--- src/pla_reflow_pkg.sv ---
package pla_reflow_pkg;

	// slice id, split into table slot and tag
	localparam int SLICE_ID_W   = 15;
	localparam int SLOT_W       = 14;
	localparam int TAG_W        = 1;
	localparam int DATA_W       = 32;

	// slice store burst and read timing
	localparam int BURST_WORDS  = 64;
	localparam int BURST_CNT_W  = $clog2(BURST_WORDS);
	localparam int RD_LATENCY   = 7;
	localparam int READ_TIMEOUT = 3840;
	localparam int WAIT_W       = $clog2(READ_TIMEOUT + 1);

	// output FIFO and downstream credits
	localparam int FIFO_DEPTH       = 512;
	localparam int FIFO_AW          = $clog2(FIFO_DEPTH);
	localparam int FIFO_CNT_W       = FIFO_AW + 1;
	localparam int FIFO_AFULL_LEVEL = 256;
	localparam int CREDIT_INIT      = 8;
	localparam int CREDIT_W         = 4;
	localparam int ERR_CNT_W        = 16;

	typedef logic [SLICE_ID_W-1:0] slice_id_t;
	typedef logic [SLOT_W-1:0]     slot_t;
	typedef logic [TAG_W-1:0]      tag_t;
	typedef logic [DATA_W-1:0]     data_word_t;
	typedef logic [ERR_CNT_W-1:0]  err_cnt_t;

	typedef enum logic {IDLE, READ} reflow_state_t;

endpackage

--- src/pla_reflow_bus_pkg.sv ---
package pla_reflow_bus_pkg;

	// one pulse per arrived slice id
	typedef struct packed
	{
		logic                      valid;
		pla_reflow_pkg::slice_id_t id;
	} slice_new_t;

	// table answer, tagged with the id it was looked up for
	typedef struct packed
	{
		logic                      valid;
		pla_reflow_pkg::slice_id_t id;
		logic                      present;
	} lookup_rsp_t;

	// read request to the slice store, also the table claim
	typedef struct packed
	{
		logic                      req;
		pla_reflow_pkg::slice_id_t id;
	} store_req_t;

	typedef struct packed
	{
		logic                       resp;
		pla_reflow_pkg::data_word_t rdata;
	} store_rsp_t;

	// downstream beat
	typedef struct packed
	{
		logic                       valid;
		pla_reflow_pkg::data_word_t data;
	} out_beat_t;

endpackage

--- src/slice_burst_capture.sv ---
`timescale 1ns/100ps
module slice_burst_capture
(
	input  logic                           I_pla_312m5_clk,
	input  logic                           I_pla_rst,
	input  pla_reflow_bus_pkg::store_rsp_t store_rsp,
	output logic                           data_rd,
	output logic                           fifo_wr,
	output pla_reflow_pkg::data_word_t     fifo_wdata
);

	typedef logic [pla_reflow_pkg::BURST_CNT_W-1:0] burst_cnt_t;

	logic                                  resp_q;
	burst_cnt_t                            burst_cnt;
	logic [pla_reflow_pkg::RD_LATENCY-1:0] cap_pipe;

	// strobe burst, started by the rising edge of resp
	always_ff @(posedge I_pla_312m5_clk)
	begin
		if (I_pla_rst)
		begin
			resp_q    <= 1'b0;
			data_rd   <= 1'b0;
			burst_cnt <= '0;
		end
		else
		begin
			resp_q <= store_rsp.resp;
			if (data_rd)
			begin
				burst_cnt <= burst_cnt + 1'b1;
				if (burst_cnt == burst_cnt_t'(pla_reflow_pkg::BURST_WORDS - 1))
					data_rd <= 1'b0;
			end
			else if (store_rsp.resp && !resp_q)
			begin
				data_rd   <= 1'b1;
				burst_cnt <= '0;
			end
		end
	end

	// strobe delayed to line up with rdata
	always_ff @(posedge I_pla_312m5_clk)
	begin
		if (I_pla_rst)
		begin
			cap_pipe <= '0;
			fifo_wr  <= 1'b0;
		end
		else
		begin
			cap_pipe <= {cap_pipe[pla_reflow_pkg::RD_LATENCY-2:0], data_rd};
			fifo_wr  <= cap_pipe[pla_reflow_pkg::RD_LATENCY-1];
		end
	end

	always_ff @(posedge I_pla_312m5_clk)
	begin
		if (cap_pipe[pla_reflow_pkg::RD_LATENCY-1])
			fifo_wdata <= store_rsp.rdata;
	end

endmodule

--- config.mk ---
export PLATFORM = sky130hd
export DESIGN_NAME = slice_burst_capture
export DESIGN_NICKNAME = d
export VERILOG_FILES = /design/src/pla_reflow_pkg.sv /design/src/pla_reflow_bus_pkg.sv /design/src/slice_burst_capture.sv
export SDC_FILE = /design/constraint.sdc
export NUM_CORES = 1
export LEC_CHECK = 0
export BUFFER_PORTS_ARGS = -buffer_cell sky130_fd_sc_hd__buf_2
export CORE_ASPECT_RATIO = 0.5
export CORE_MARGIN = 3
export CORE_UTILIZATION = 41
export CTS_CLUSTER_DIAMETER = 200
export CTS_CLUSTER_SIZE = 24
export DETAILED_ROUTE_END_ITERATION = 6
export GPL_ROUTABILITY_DRIVEN = 0
export PLACE_DENSITY = 0.76
export SETUP_SLACK_MARGIN = 0.2
export SYNTH_ARGS = -nofsm -noshare
export SYNTH_HDL_FRONTEND = slang
export SYNTH_SLANG_ARGS = --single-unit
--- constraint.sdc ---
create_clock -name I_pla_312m5_clk -period 1.4 [get_ports I_pla_312m5_clk]
set_input_delay 0.07 -clock I_pla_312m5_clk [delete_from_list [all_inputs] [get_ports I_pla_312m5_clk]]
set_output_delay 0.07 -clock I_pla_312m5_clk [all_outputs]
set_load 0.005 [all_outputs]
==> summary.md <==
| Metric | Value |
|---|---|
| Status | `complete, no violations` |
| Clk slew on worst S/H paths | `0.08 ns` |
| Final WL | `3090 um` |
| Global route total overflow | `0` |
| Design area | `2380 um2` |
| Post-route insts no fill | `245` |
| Final total power | `2.47 mW` |
| EDFF count, synth | `32` |
| Setup slack, reg-to-reg | `0.28 ns` |
| Sw Pwr | `0.493 mW` |
| Logic gate share of total power | `6.2%` |
| Synth-to-layout area growth | `56.6%` |
| Syn_area_per_cell | `17.5 um2` |
| Synth area leaders | `edfxtp_1, dfxtp_1, nor2b_1` |
| Sw Share | `20.0%` |
| Cell Area, Synth | `1520 um2` |
| Max-slew headroom | `80.8%` |
| Mapped Cells | `87` |
| Main synth FF type | `edfxtp_1` |
| Layout cells sized above 1 | `46.2%` |
| I/O Pins | `69` |
| Max Slew Vio Count | `0` |
| Hold slack | `0.0166 ns` |
| Global-route wire length before repair | `5130 um` |
| Synth Net Count | `123` |
| Post-route ant nets | `0` |
| Post-synthesis sequential area ratio | `84.3%` |
| Vias in the first global route | `1118` |
| Dpl hpwl | `2070 um` |
| Sink Count | `48` |
| R2r worst-path depth | `3` |
| CTS Buf Count | `5` |
| Row cnt | `14` |
| Via/cell ratio | `4.45` |
| CP Class | `reg -> reg` |
| CTS max path bufs | `2` |
| Tot GR Track Use | `14.8%` |
| Cells after DPL | `204` |
| Critical Path AT | `1.36 ns` |
| R2r startpoint | `data_rd$_SDFF_PP0_` |
| Min Tclk post-route | `1.12 ns` |
| RSZ-0062 raised after global routing | `no` |
| Crit path required time | `1.64 ns` |
| Final #Nets | `232` |
| TritonCTS clock tree | `done` |
| Core ar. | `3260 um2` |
| Clk_skew | `0.00559 ns` |
| Int Power | `1.97 mW` |
| Hold Path End | `resp_q$_SDFF_PP0_` |
| Top cells by count, synth | `edfxtp_1, dfxtp_1, nor2b_1` |
| Peak supply drop | `0.000610 V` |
| Initial Utilization | `46.6%` |
| Synth async-reset ratio | `0%` |
| Largest net degree at the start of global routing | `19` |
| Cell variety after synth | `21` |
| Most common cell in the synthesized netlist | `edfxtp_1` |
| H-tree depth | `2` |
| Worst Min Path Start | `store_rsp[32]` |
| Initial DRC Count | `61` |
| Power per Cell Area | `1040 nW/um2` |
| Cells on Worst Hold Path | `2` |
| Die H | `49.0 um` |
| Static Leakage | `0.962 nW` |
| YS warnings | `0` |
| Worst R2R End | `burst_cnt[5]$_SDFFE_PP0P_` |
| Final worst-path cycle share | `80.1%` |
| Initial antenna violation count | `0` |
| CTS root buffer | `clkbuf_8` |
| Yosys reg bits | `48` |
| Clock latency on the worst-skew pair | `0.30 ns` |
| Setup TNS | `0 ns` |
| Clock Power Share | `31.8%` |
| Critical path fanouts, max | `9` |
| Hold Crit Class | `in -> reg` |
| Crit path capture type | `flip-flop` |
| DRC viols | `0` |
| Sequential share of power | `62.0%` |
| PortBufs | `68` |
| WL/cell | `12.6 um` |
| DRT Pass-1 Iters | `4` |
| Max cap viols | `0` |
| Achievable Freq | `892 MHz` |
| Share of the synthesized area in the top cell type | `63.3%` |
| Final hold vios | `0` |
| Final setup viols | `0` |
| ANT cells | `0` |
| Placed inst area | `1930 um2` |
| Die area | `4520 um2` |
| Die width | `92.1 um` |
| Worst Tran Pin Value | `0.289 ns` |
| CP Launch Type | `flip-flop` |
| Yosys top cell by area | `edfxtp_1` |
| DR vias | `1091` |
==> kinds of logic (layout without fill, tap and decap cells) <==
logic type	after synthesis	in the layout	synth area share, %
flops	48	48	84.3
simple gates	27	27	10.5
fa+ha+maj	1	1	0.824
compound gates	9	9	3.79
buf+inv	2	112	0.494
==> routing by layer <==
| metal | vias to the layer above | track usage [%] | part of all wire [%] | wire length, um |
|---|---|---|---|---|
| met4 | 0 | 5.17 | 1.0 | 31 |
| met1 | 518 | 15.6 | 37 | 1150 |
| li1 | 539 | - | - | - |
| met5 | - | 0 | 0 | 0 |
| met2 | 30 | 27.9 | 56 | 1720 |
| met3 | 4 | 4.62 | 6.0 | 185 |
==> area by class of cell <==
cell class	instances	area, um2
Sequential cell	48	1290
Fill cell	240	880
Timing Repair Buffer	103	683
Multi-Input combinational cell	37	251
Clock buffer	5	68.8
Tap cell	48	60.1
Clock inverter	3	18.8
Inverter	1	3.75
==> power groups by stage <==
stage / Combinational, mW / Clock (mW) / Sequential [mW]
final: 0.154 / 0.784 / 1.53
after global routing: 0.172 / 0.879 / 1.53
after CTS: 0.153 / 0.810 / 1.53
after detailed placement: 0.0824 / 0 / 1.56
after global placement: 0.0782 / 0 / 1.56
after floorplan: 0.0247 / 0 / 1.56
==> worst max path at each step <==
| stage | from | endpoint | slack, ns |
|---|---|---|---|
| finish | data_rd$_SDFF_PP0_ | burst_cnt[5]$_SDFFE_PP0P_ | 0.28 |
| global route | data_rd$_SDFF_PP0_ | burst_cnt[5]$_SDFFE_PP0P_ | 0.23 |
| CTS | burst_cnt[1]$_SDFFE_PP0P_ | burst_cnt[4]$_SDFFE_PP0P_ | 0.18 |
| detailed placement | data_rd$_SDFF_PP0_ | burst_cnt[5]$_SDFFE_PP0P_ | 0.16 |
| global placement | data_rd$_SDFF_PP0_ | burst_cnt[5]$_SDFFE_PP0P_ | 0.23 |
| floorplan | data_rd$_SDFF_PP0_ | burst_cnt[5]$_SDFFE_PP0P_ | 0.24 |
==> sequential cells by signal (all words and copies together) (netlist names) <==
name and flops:
fifo_wr 1, fifo_wdata 32, cap_pipe 7, resp_q 1, data_rd 1, burst_cnt 6
==> per-stage QoR <==
step	util (%)	setup WS [ns]
4_1_cts	71.9	0.182
5_1_grt	73.0	0.229
3_5_place_dp	59.3	0.161
3_3_place_gp	59.3	0.230
6_report	73.0	0.279
2_1_floorplan	-	0.244
==> worst max-delay path: stages (launching register included) <==
cell     delay, ns
dfxtp_4       0.39
nand4_2       0.15
or3_1         0.39
a21oi_2       0.13
==> layout by cell type, fill, tap and decap left out, types with 2 or more instances in the layout <==
| cell | count |
|---|---|
| nand2_1 | 4 |
| nor2_1 | 2 |
| a21oi_1 | 4 |
| dfxtp_2 | 3 |
| dfxtp_1 | 11 |
| clkbuf_8 | 5 |
| nor2b_1 | 8 |
| nand3_1 | 4 |
| buf_4 | 3 |
| dfxtp_4 | 2 |
| clkinv_2 | 2 |
| edfxtp_1 | 32 |
| or2b_1 | 2 |
| a21oi_2 | 2 |
| buf_2 | 68 |
| dlygate4sd3_1 | 32 |
==> what timing repair did <==
action	CTS	global route
hold endpoints to repair	32	0
gates cloned	0	0
resized for setup	2	9
setup endpoints to repair	3	4
buffers inserted	0	1
hold buffers	32	0
(Power assumes the default switching activity.)
