[src/pla_reflow_pkg.sv]
package pla_reflow_pkg;

	// slice id, split into table slot and tag
	localparam int SLICE_ID_W   = 15;
	localparam int SLOT_W       = 14;
	localparam int TAG_W        = 1;
	localparam int DATA_W       = 32;

	// slice store burst and read timing
	localparam int BURST_WORDS  = 64;
	localparam int BURST_CNT_W  = $clog2(BURST_WORDS);
	localparam int RD_LATENCY   = 7;
	localparam int READ_TIMEOUT = 3840;
	localparam int WAIT_W       = $clog2(READ_TIMEOUT + 1);

	// output FIFO and downstream credits
	localparam int FIFO_DEPTH       = 512;
	localparam int FIFO_AW          = $clog2(FIFO_DEPTH);
	localparam int FIFO_CNT_W       = FIFO_AW + 1;
	localparam int FIFO_AFULL_LEVEL = 256;
	localparam int CREDIT_INIT      = 8;
	localparam int CREDIT_W         = 4;
	localparam int ERR_CNT_W        = 16;

	typedef logic [SLICE_ID_W-1:0] slice_id_t;
	typedef logic [SLOT_W-1:0]     slot_t;
	typedef logic [TAG_W-1:0]      tag_t;
	typedef logic [DATA_W-1:0]     data_word_t;
	typedef logic [ERR_CNT_W-1:0]  err_cnt_t;

	typedef enum logic {IDLE, READ} reflow_state_t;

endpackage

[src/pla_reflow_bus_pkg.sv]
package pla_reflow_bus_pkg;

	// one pulse per arrived slice id
	typedef struct packed
	{
		logic                      valid;
		pla_reflow_pkg::slice_id_t id;
	} slice_new_t;

	// table answer, tagged with the id it was looked up for
	typedef struct packed
	{
		logic                      valid;
		pla_reflow_pkg::slice_id_t id;
		logic                      present;
	} lookup_rsp_t;

	// read request to the slice store, also the table claim
	typedef struct packed
	{
		logic                      req;
		pla_reflow_pkg::slice_id_t id;
	} store_req_t;

	typedef struct packed
	{
		logic                       resp;
		pla_reflow_pkg::data_word_t rdata;
	} store_rsp_t;

	// downstream beat
	typedef struct packed
	{
		logic                       valid;
		pla_reflow_pkg::data_word_t data;
	} out_beat_t;

endpackage

[src/reflow_sequencer.sv]
`timescale 1ns/100ps
module reflow_sequencer
(
	input  logic                            I_pla_312m5_clk,
	input  logic                            I_pla_rst,
	input  pla_reflow_bus_pkg::lookup_rsp_t lookup,
	input  logic                            fifo_afull,
	input  logic                            store_rsp_resp,
	input  logic                            cnt_clear,
	output pla_reflow_pkg::slice_id_t       cur_id,
	output pla_reflow_bus_pkg::store_req_t  store_req,
	output pla_reflow_pkg::err_cnt_t        rderr_cnt
);

	typedef logic [pla_reflow_pkg::WAIT_W-1:0] wait_cnt_t;

	pla_reflow_pkg::reflow_state_t state;
	wait_cnt_t                     wait_cnt;
	logic                          resp_q;
	logic                          resp_rise;
	logic                          slice_ready;
	logic                          timed_out;

	assign resp_rise = store_rsp_resp && !resp_q;
	assign timed_out = (wait_cnt == wait_cnt_t'(pla_reflow_pkg::READ_TIMEOUT));

	// stale answers for earlier ids are ignored
	assign slice_ready = lookup.valid && lookup.present && (lookup.id == cur_id) && !fifo_afull;

	always_ff @(posedge I_pla_312m5_clk)
	begin
		if (I_pla_rst)
			resp_q <= 1'b0;
		else
			resp_q <= store_rsp_resp;
	end

	// --------------------------------------------------
	// in-order walker
	// --------------------------------------------------

	always_ff @(posedge I_pla_312m5_clk)
	begin
		if (I_pla_rst)
		begin
			state         <= pla_reflow_pkg::IDLE;
			cur_id        <= '0;
			wait_cnt      <= '0;
			store_req.req <= 1'b0;
		end
		else
		begin
			store_req.req <= 1'b0;
			case (state)
				pla_reflow_pkg::IDLE:
				begin
					wait_cnt <= '0;
					if (slice_ready)
					begin
						store_req.req <= 1'b1;
						store_req.id  <= cur_id;
						cur_id        <= cur_id + 1'b1;
						state         <= pla_reflow_pkg::READ;
					end
				end
				pla_reflow_pkg::READ:
				begin
					// hold the slot until the store is ready or gives up
					if (resp_rise || timed_out)
						state <= pla_reflow_pkg::IDLE;
					if (!timed_out)
						wait_cnt <= wait_cnt + 1'b1;
				end
				default:
				begin
					state <= pla_reflow_pkg::IDLE;
				end
			endcase
		end
	end

	// one count per timed-out slice
	always_ff @(posedge I_pla_312m5_clk)
	begin
		if (I_pla_rst || cnt_clear)
			rderr_cnt <= '0;
		else if (state == pla_reflow_pkg::READ && timed_out && !resp_rise)
			rderr_cnt <= rderr_cnt + 1'b1;
	end

endmodule

[config.mk]
export PLATFORM = sky130hd
export DESIGN_NAME = reflow_sequencer
export DESIGN_NICKNAME = d
export VERILOG_FILES = /design/src/pla_reflow_pkg.sv /design/src/pla_reflow_bus_pkg.sv /design/src/reflow_sequencer.sv
export SDC_FILE = /design/constraint.sdc
export NUM_CORES = 1
export LEC_CHECK = 0
export ABC_AREA = 1
export BUFFER_PORTS_ARGS = -buffer_cell sky130_fd_sc_hd__buf_2
export CORE_MARGIN = 2
export CORE_UTILIZATION = 59
export CTS_CLUSTER_DIAMETER = 80
export DETAILED_ROUTE_END_ITERATION = 8
export GPL_TIMING_DRIVEN = 0
export MAX_ROUTING_LAYER = met4
export PLACE_DENSITY = 0.95
export SETUP_SLACK_MARGIN = 0.1
export SLEW_MARGIN = 20
export SYNTH_ARGS = -nofsm -noshare
export SYNTH_HDL_FRONTEND = slang
export SYNTH_SLANG_ARGS = --single-unit
[constraint.sdc]
create_clock -name I_pla_312m5_clk -period 3.8 [get_ports I_pla_312m5_clk]
set_input_delay 0.57 -clock I_pla_312m5_clk [delete_from_list [all_inputs] [get_ports I_pla_312m5_clk]]
set_output_delay 0.57 -clock I_pla_312m5_clk [all_outputs]
set_load 0.05 [all_outputs]
==> run_summary.xml, run 1 <==
<?xml version="1.0" encoding="UTF-8"?>
<metrics>
  <group name="clock_tree">
    <metric name="postCtsSetupRepairBufs" unit="">0</metric>
    <metric name="cts_hold_buf" unit="">0</metric>
    <metric name="clock_tree.root_cell" unit="">clkbuf_8</metric>
    <metric name="cts_resized" unit="">0</metric>
    <metric name="clock_tree_from_tritoncts" unit="">yes</metric>
    <metric name="cts_buffers" unit="">9</metric>
    <metric name="worst_skew_pair.late_latency" unit="ns">0.35</metric>
    <metric name="worst_setup_hold_path_clk_slew" unit="ns">0.07</metric>
    <metric name="clock_tree.htree_level_count" unit="">3</metric>
    <metric name="cts_sinks" unit="">61</metric>
    <metric name="max-clock-path-buffers" unit="">2</metric>
  </group>
  <group name="timing">
    <metric name="max_slew_margin_vs_limit" unit="%">42.01</metric>
    <metric name="setup_slack" unit="ns">1.366</metric>
    <metric name="timing.final.max_slew_violations" unit="">0</metric>
    <metric name="setup_tns" unit="ns">0</metric>
    <metric name="fin_skew" unit="ns">0.009572</metric>
    <metric name="post_route_clock_period_utilization" unit="%">64.06</metric>
    <metric name="setup_violations" unit="">0</metric>
    <metric name="min_period" unit="ns">2.434</metric>
    <metric name="max_freq" unit="MHz">410.8</metric>
    <metric name="unrepaired_setup_endpoints_after_global_routing" unit="">no</metric>
    <metric name="finalHoldViolCount" unit="">0</metric>
    <metric name="worst_slew_pin_slew" unit="ns">0.8690</metric>
  </group>
  <group name="synthesis">
    <metric name="ys_seq_elements" unit="">61</metric>
    <metric name="edff_count_synth" unit="">15</metric>
    <metric name="asyncSetResetFlopFracSynth" unit="%">0</metric>
    <metric name="synth-seq-area-share" unit="%">42.98</metric>
    <metric name="synth_top_cell_by_area" unit="">dfxtp_1</metric>
    <metric name="netlist.area_leader.share" unit="%">28.86</metric>
    <metric name="warnings_synthesis" unit="">0</metric>
    <metric name="mappedNetlistArea" unit="um^2">3191</metric>
    <metric name="leading_post_synthesis_cells_by_instance_count" unit="">135 x nand2_1, 70 x inv_1, 57 x nor2_1, 46 x dfxtp_1, 30 x nand3_1</metric>
    <metric name="ys_types" unit="">28</metric>
    <metric name="synthCells" unit="">461</metric>
    <metric name="net_count_of_the_mapped_netlist" unit="">487</metric>
    <metric name="yosysMostFrequentCell" unit="">nand2_1</metric>
    <metric name="synth_area_leaders" unit="">dfxtp_1 29%, nand2_1 16%, edfxtp_1 14%, inv_1 8.2%, nor2_1 6.7%</metric>
    <metric name="synth_flop_cell" unit="">dfxtp_1</metric>
    <metric name="syn_avg_cell_area" unit="um^2">6.921</metric>
  </group>
  <group name="min_path">
    <metric name="whs_path_depth" unit="">3</metric>
    <metric name="hold_path.startpoint" unit="">store_rsp_resp</metric>
    <metric name="min_to" unit="">resp_q</metric>
    <metric name="hold_path_class" unit="">input port to register</metric>
  </group>
  <group name="cells_and_area">
    <metric name="layout.cells.non_filler" unit="">615</metric>
    <metric name="final_layout_size_suffix_gt1_share" unit="%">18.35</metric>
    <metric name="area.sequential" unit="um^2">1371</metric>
    <metric name="flow.area_growth_from_synthesis" unit="%">19.92</metric>
    <metric name="footprint_of_the_multi_input_gates" unit="um^2">1520</metric>
    <metric name="num-nets-final" unit="">566</metric>
    <metric name="layout.filler_cells" unit="">386</metric>
    <metric name="antennaDiodeCount" unit="">0</metric>
  </group>
  <group name="pwr">
    <metric name="cellPowerDensity" unit="nW/um^2">344.0</metric>
    <metric name="intPower" unit="mW">1.041</metric>
    <metric name="power_switching" unit="mW">0.2747</metric>
    <metric name="power.static_leakage" unit="nW">1.737</metric>
    <metric name="p_clk_share" unit="%">46.4</metric>
    <metric name="ir_worst_vdd" unit="mV">0.3268</metric>
    <metric name="share_comb_of_total_power" unit="%">3.3</metric>
    <metric name="share_of_total_power_in_sequential_cells" unit="%">50.3</metric>
    <metric name="power_switching_share" unit="%">20.87</metric>
  </group>
  <group name="global_route">
    <metric name="grt_overflow_total" unit="">0</metric>
    <metric name="gr-usage-met1" unit="%">31.00</metric>
    <metric name="globalRouteMet2Util" unit="%">42.00</metric>
    <metric name="grt_start_max_net_pins" unit="">16</metric>
    <metric name="grt_first_pass_wirelength" unit="mm">12.35</metric>
    <metric name="first_global_vias" unit="">2920</metric>
    <metric name="groute.layer.met3.usage" unit="%">7.442</metric>
    <metric name="grt_most_used_layer" unit="">met2</metric>
    <metric name="number_of_antenna_violations_at_the_first_check_in_global_routing" unit="">0</metric>
    <metric name="globalRouteTotalUtil" unit="%">26.28</metric>
  </group>
  <group name="setup_path">
    <metric name="critical_path_peak_fanout" unit="">15</metric>
    <metric name="worst-r2r-cell-count" unit="">10</metric>
    <metric name="critical_path.cell_chain" unit="">inv_1, nand2_1, nand2_1, nor2_1, nand2_2, nor2_2, nand2_1, inv_1, nand2_1, nor2_2</metric>
    <metric name="slowest_stage_delay_on_critical_path" unit="ns">0.69</metric>
    <metric name="timing.critical_path.mode_cell" unit="">nand2_1</metric>
    <metric name="timing_worst_setup_path_type" unit="">register to register</metric>
    <metric name="crit_path_start" unit="">cur_id[14]</metric>
    <metric name="timing.critical_path.required" unit="ns">3.77</metric>
    <metric name="timing.critical_path.slowest_stage_cell" unit="">nor2_2</metric>
    <metric name="worst_r2r_endpoint" unit="">store_req[4]</metric>
    <metric name="arrival_time_reported_for_the_critical_path_endpoint" unit="ns">2.41</metric>
    <metric name="worst_setup_start_kind" unit="">register</metric>
    <metric name="critical_path.endpoint_type" unit="">register</metric>
    <metric name="rr_startpoint" unit="">cur_id[14]</metric>
    <metric name="reg2reg_setup_slack" unit="ns">1.37</metric>
  </group>
  <group name="route">
    <metric name="detail_route.wl_per_cell" unit="um">12.05</metric>
    <metric name="drt_first_iter_violations" unit="">202</metric>
    <metric name="first_pass_iters" unit="">5</metric>
    <metric name="vias_per_cell" unit="">5.119</metric>
    <metric name="wirelength" unit="mm">7.409</metric>
    <metric name="drt_drc_violations_left" unit="">0</metric>
    <metric name="routed-via-count" unit="">3148</metric>
    <metric name="ant_nets" unit="">0</metric>
  </group>
  <group name="floorplan">
    <metric name="die_area" unit="um^2">6012</metric>
    <metric name="initial_core_util" unit="%">61.68</metric>
    <metric name="placement_rows" unit="">26</metric>
    <metric name="design.portCount" unit="">69</metric>
    <metric name="floorplan.die.height" unit="um">77.54</metric>
    <metric name="die_w" unit="um">77.54</metric>
    <metric name="core_outline_area" unit="um^2">5172</metric>
  </group>
  <group name="outcome">
    <metric name="status" unit="">finished clean</metric>
  </group>
  <group name="place">
    <metric name="placedCellCount" unit="">599</metric>
    <metric name="pre_cts_slack" unit="ns">1.186</metric>
    <metric name="hpwl" unit="mm">5.449</metric>
    <metric name="port_bufs" unit="">68</metric>
    <metric name="place_congestion" unit="">0.9419</metric>
  </group>
  <group name="flow_run">
    <metric name="maxCapViolations" unit="">0</metric>
  </group>
</metrics>
through the flow:
stage	cell area [um^2]	util, %	total power [mW]	hold WS (ns)
2_1_floorplan	3191	-	0.7009	0.4434
3_3_place_gp	3618	69.96	0.7178	0.4539
3_5_place_dp	3621	70.00	0.7192	0.4713
4_1_cts	3826	73.97	1.324	0.4534
5_1_grt	3826	73.97	1.363	0.4940
6_report	3826	73.97	1.316	0.4642
worst max-delay path: cells and delay by family (launching register included):
family | cells | cell delay (ns)
and+or+nand+nor | 8 | 1.46
buffers and inverters | 2 | 0.18
DFF | 1 | 0.41
layer usage:
layer / wire (um) / part of all wire (%)
met5: 0 / 0
met4: 155 / 2.1
met3: 398 / 5.4
met2: 3533 / 48
met1: 3321 / 45
final cells by class:
type	instances	share of cell area [%]
tap	70	2.289
timing repair buffer	68	8.895
buffer	5	0.6213
inverter	74	7.260
multi-input combinational	321	39.73
clock inverter	6	2.027
clock buffer	10	3.336
sequential	61	35.84
how the worst max path moves through the flow:
| stage | endpoint | slack [ns] | cells after the start |
|---|---|---|---|
| finish | store_req[4] | 1.37 | 10 |
| detailed placement | store_req[4] | 1.19 | 11 |
| floorplan | store_req[0] | 1.27 | 10 |
| global placement | store_req[2] | 0.91 | 10 |
| CTS | store_req[9] | 1.38 | 10 |
| global route | store_req[4] | 1.09 | 10 |
kinds of logic after synthesis:
family / share of synthesized area (%)
and+or+nand+nor: 35.53
AOI/OAI and AO/OA: 7.176
buffers and inverters: 9.451
adders and majority gates: 1.569
xor gates and xnor gates: 3.294
DFF: 42.98
power by group through the flow:
| stage | registers [mW] | clock network (mW) | logic [mW] |
|---|---|---|---|
| floorplan | 0.676 | 0 | 0.0247 |
| global placement | 0.676 | 0 | 0.0415 |
| detailed placement | 0.676 | 0 | 0.0429 |
| CTS | 0.662 | 0.620 | 0.0431 |
| global route | 0.661 | 0.651 | 0.0497 |
| finish | 0.662 | 0.611 | 0.0433 |
placed cells by master (no fill, tap or decap), types with 2 or more instances in the layout:
cell | Yosys | routed
nand2_1 | 135 | 135
inv_1 | 70 | 70
buf_2 | 1 | 69
nor2_1 | 57 | 56
dfxtp_1 | 46 | 46
nand3_1 | 30 | 30
a21oi_1 | 29 | 29
nor3_1 | 15 | 15
edfxtp_1 | 15 | 15
o21ai_0 | 11 | 11
clkbuf_8 | 0 | 9
xor2_1 | 8 | 8
nor2_2 | 5 | 6
nand4_1 | 5 | 5
clkbuf_1 | 3 | 4
inv_2 | 4 | 4
nand3b_1 | 4 | 4
xnor2_1 | 4 | 4
o21ai_1 | 4 | 4
ha_1 | 4 | 4
nor2_4 | 3 | 3
clkinv_1 | 0 | 2
bufinv_16 | 0 | 2
clkinv_2 | 0 | 2
flip-flops by register name, indices dropped and copies added, names as in the netlist:
register / flops
rderr_cnt: 16
resp_q: 1
store_req: 16
state: 1
wait_cnt: 12
cur_id: 15
Note: power is estimated with default switching activity, not from simulation.
==> run 2, diff against run 1 <==
ABC_AREA = 0   (was 1)
CORE_UTILIZATION = 53   (was 59)
PLACE_DENSITY = 0.9   (was 0.95)
clock period = 2.4 ns   (was 3.8 ns; I/O delays follow)
==> run 2 against run 1 <==
First-iteration DRC count up 57%; register-to-register slack worse by 1.3 ns; clock-buffer cell count up 3; hold slack worse by 0.19 ns; cell count down 27%.
==> run_summary.xml, run 2 <==
<?xml version="1.0" encoding="UTF-8"?>
<metrics>
  <group name="outcome">
    <metric name="status" unit="">finished clean</metric>
  </group>
  <group name="route">
    <metric name="wirelength" unit="mm">6.761</metric>
    <metric name="ant_nets" unit="">0</metric>
    <metric name="detail_route.wl_per_cell" unit="um">14.99</metric>
    <metric name="first_pass_iters" unit="">5</metric>
    <metric name="drt_drc_violations_left" unit="">0</metric>
    <metric name="vias_per_cell" unit="">5.521</metric>
    <metric name="routed-via-count" unit="">2490</metric>
    <metric name="drt_first_iter_violations" unit="">318</metric>
  </group>
  <group name="synthesis">
    <metric name="edff_count_synth" unit="">15</metric>
    <metric name="mappedNetlistArea" unit="um^2">2753</metric>
    <metric name="net_count_of_the_mapped_netlist" unit="">311</metric>
    <metric name="leading_post_synthesis_cells_by_instance_count" unit="">46 x dfxtp_1, 26 x nor2_1, 24 x xor2_1, 22 x a21oi_1, 20 x nand3_1</metric>
    <metric name="synthCells" unit="">285</metric>
    <metric name="ys_seq_elements" unit="">61</metric>
    <metric name="synth_flop_cell" unit="">dfxtp_1</metric>
    <metric name="warnings_synthesis" unit="">0</metric>
    <metric name="yosysMostFrequentCell" unit="">dfxtp_1</metric>
    <metric name="ys_types" unit="">33</metric>
    <metric name="syn_avg_cell_area" unit="um^2">9.658</metric>
    <metric name="synth-seq-area-share" unit="%">49.82</metric>
    <metric name="synth_top_cell_by_area" unit="">dfxtp_1</metric>
    <metric name="synth_area_leaders" unit="">dfxtp_1 33%, edfxtp_1 16%, xor2_1 7.6%, a21oi_1 4.0%, nand3_1 3.6%</metric>
    <metric name="asyncSetResetFlopFracSynth" unit="%">0</metric>
    <metric name="netlist.area_leader.share" unit="%">33.45</metric>
  </group>
  <group name="setup_path">
    <metric name="timing.critical_path.required" unit="ns">2.67</metric>
    <metric name="critical_path_peak_fanout" unit="">7</metric>
    <metric name="timing.critical_path.slowest_stage_cell" unit="">or4_4</metric>
    <metric name="timing_worst_setup_path_type" unit="">register to register</metric>
    <metric name="critical_path.endpoint_type" unit="">register</metric>
    <metric name="slowest_stage_delay_on_critical_path" unit="ns">0.57</metric>
    <metric name="critical_path.cell_chain" unit="">inv_1, ha_1, nor4b_4, o2111ai_4, or4_4, buf_6, or3_1, a21oi_2</metric>
    <metric name="worst-path-buf-inv" unit="">2</metric>
    <metric name="arrival_time_reported_for_the_critical_path_endpoint" unit="ns">2.56</metric>
    <metric name="worst_setup_start_kind" unit="">register</metric>
    <metric name="worst_path_dominant_cell_family" unit="">simple AND/OR/NAND/NOR gates</metric>
  </group>
  <group name="timing">
    <metric name="max_slew_margin_vs_limit" unit="%">63.79</metric>
    <metric name="timing.final.max_slew_violations" unit="">0</metric>
    <metric name="setup_violations" unit="">0</metric>
    <metric name="worst_slew_pin_slew" unit="ns">0.5432</metric>
    <metric name="post_route_clock_period_utilization" unit="%">95.19</metric>
    <metric name="unrepaired_setup_endpoints_after_global_routing" unit="">yes</metric>
    <metric name="min_period" unit="ns">2.285</metric>
    <metric name="max_freq" unit="MHz">437.7</metric>
    <metric name="finalHoldViolCount" unit="">0</metric>
    <metric name="fin_skew" unit="ns">0.007509</metric>
  </group>
  <group name="floorplan">
    <metric name="die_w" unit="um">76.07</metric>
    <metric name="floorplan.die.height" unit="um">76.07</metric>
    <metric name="design.portCount" unit="">69</metric>
    <metric name="placement_rows" unit="">26</metric>
    <metric name="core_outline_area" unit="um^2">5075</metric>
    <metric name="initial_core_util" unit="%">54.24</metric>
    <metric name="die_area" unit="um^2">5786</metric>
  </group>
  <group name="clock_tree">
    <metric name="clock_tree.htree_level_count" unit="">3</metric>
    <metric name="cts_sinks" unit="">61</metric>
    <metric name="cts_hold_buf" unit="">0</metric>
    <metric name="cts_buffers" unit="">9</metric>
    <metric name="max-clock-path-buffers" unit="">2</metric>
    <metric name="clock_tree_from_tritoncts" unit="">yes</metric>
    <metric name="worst_skew_pair.late_latency" unit="ns">0.34</metric>
    <metric name="worst_setup_hold_path_clk_slew" unit="ns">0.07</metric>
    <metric name="clock_tree.root_cell" unit="">clkbuf_8</metric>
  </group>
  <group name="cells_and_area">
    <metric name="antennaDiodeCount" unit="">0</metric>
    <metric name="mostFrequentLayoutCell" unit="">buf_2</metric>
    <metric name="layout.filler_cells" unit="">367</metric>
    <metric name="layout.core_utilization" unit="%">69.82</metric>
    <metric name="final_layout_size_suffix_gt1_share" unit="%">33.33</metric>
    <metric name="footprint_of_the_multi_input_gates" unit="um^2">1341</metric>
    <metric name="flow.area_growth_from_synthesis" unit="%">28.73</metric>
    <metric name="commonest_cells_after_routing_fill_and_taps_aside" unit="">70 x buf_2, 28 x dfxtp_1, 25 x nor2_1</metric>
    <metric name="num-nets-final" unit="">402</metric>
    <metric name="top_flop_regs" unit="">rderr_cnt (16), store_req (16), cur_id (15)</metric>
    <metric name="area.sequential" unit="um^2">1396</metric>
  </group>
  <group name="global_route">
    <metric name="grt_start_max_net_pins" unit="">16</metric>
    <metric name="number_of_antenna_violations_at_the_first_check_in_global_routing" unit="">0</metric>
    <metric name="globalRouteTotalUtil" unit="%">23.76</metric>
    <metric name="grt_first_pass_wirelength" unit="mm">10.47</metric>
    <metric name="first_global_vias" unit="">2235</metric>
    <metric name="grt_overflow_total" unit="">0</metric>
  </group>
  <group name="flow_run">
    <metric name="maxCapViolations" unit="">0</metric>
  </group>
  <group name="place">
    <metric name="place_congestion" unit="">0.8961</metric>
    <metric name="port_bufs" unit="">68</metric>
    <metric name="hpwl" unit="mm">4.472</metric>
  </group>
  <group name="pwr">
    <metric name="ir_worst_vdd" unit="mV">0.3288</metric>
    <metric name="power.static_leakage" unit="nW">1.440</metric>
    <metric name="p_total" unit="mW">1.982</metric>
    <metric name="cellPowerDensity" unit="nW/um^2">559.4</metric>
  </group>
  <group name="min_path">
    <metric name="hold_path_class" unit="">input port to register</metric>
  </group>
</metrics>
[run 2: changes by cell type after synthesis, sizes merged, moves of 7 or more]
cell   before  now
xor2        8   24
nand2     137   12
xnor2       4   11
and3        0    8
nor2       66   26
nor4        1   14
a21oi      29   22
or3         0   15
nand3      30   20
nor3       16    2
inv        74    8
[run 2: metal layers]
layer  track usage [%]  routed length [um]  up-vias
li1                  -                   -     1215
met3             6.517                 463       20
met1             29.91                2965     1151
met4             11.82                 170        0
met5                 -                   0        -
met2             35.45                3161      104
[run 2: cell type report]
class	count	share of cell area (%)
tap	70	2.472
sequential	61	39.41
timing repair buffer	80	12.50
multi-input combinational	206	37.85
clock inverter	3	0.4237
inverter	8	0.8475
clock buffer	13	5.120
buffer	10	1.377
[run 2: final timing paths]
path,start,endpoint,slack (ns),cells after the start
setup / recovery,wait_cnt[1],rderr_cnt[13],0.12,8
hold / removal,store_rsp_resp,resp_q,0.28,3
setup reg to reg,wait_cnt[1],rderr_cnt[13],0.12,8
hold reg to reg,cur_id[8],store_req[8],0.47,0
[run 2: repair_timing]
item,in CTS,in global routing
resized for setup,2,13
setup buffers,4,8
setup endpoints to repair,20,22
pin swaps,2,4
endpoints found under the hold margin,0,0
[run 2: where the power goes]
part	internal [mW]	switching [mW]
clock network	0.496	0.387
logic	0.0213	0.0300
registers	1.05	0.00108
[run 2: metrics by stage]
step           hold slack, ns  TNS [ns]  cells  setup WS (ns)  cell area (um^2)
2_1_floorplan          0.4618         0    285         0.1081              2784
3_3_place_gp           0.4471    -3.878    423        -0.2590              3212
3_5_place_dp           0.4465    -4.543    423        -0.3034              3212
4_1_cts                0.2597         0    443         0.1243              3453
5_1_grt                0.2643         0    451        0.02025              3543
6_report               0.2772         0    451         0.1154              3543
[run 2: logic make-up (layout without fill, tap and decap cells)]
kind of cell | after synthesis | count (layout) | synth area share [%]
flops | 61 | 61 | 49.82
xor+xnor | 35 | 35 | 11.14
fa+ha+maj | 4 | 4 | 1.818
compound gates | 45 | 45 | 9.364
mux | 1 | 1 | 0.3637
buf+inv | 18 | 114 | 2.500
simple gates | 121 | 121 | 25.00
[run 2: worst register-to-register path, stage by stage (launching register included)]
cell and delay (ns):
dfxtp_2 0.34, inv_1 0.06, ha_1 0.14, nor4b_4 0.27, o2111ai_4 0.18, or4_4 0.57
buf_6 0.15, or3_1 0.37, a21oi_2 0.14
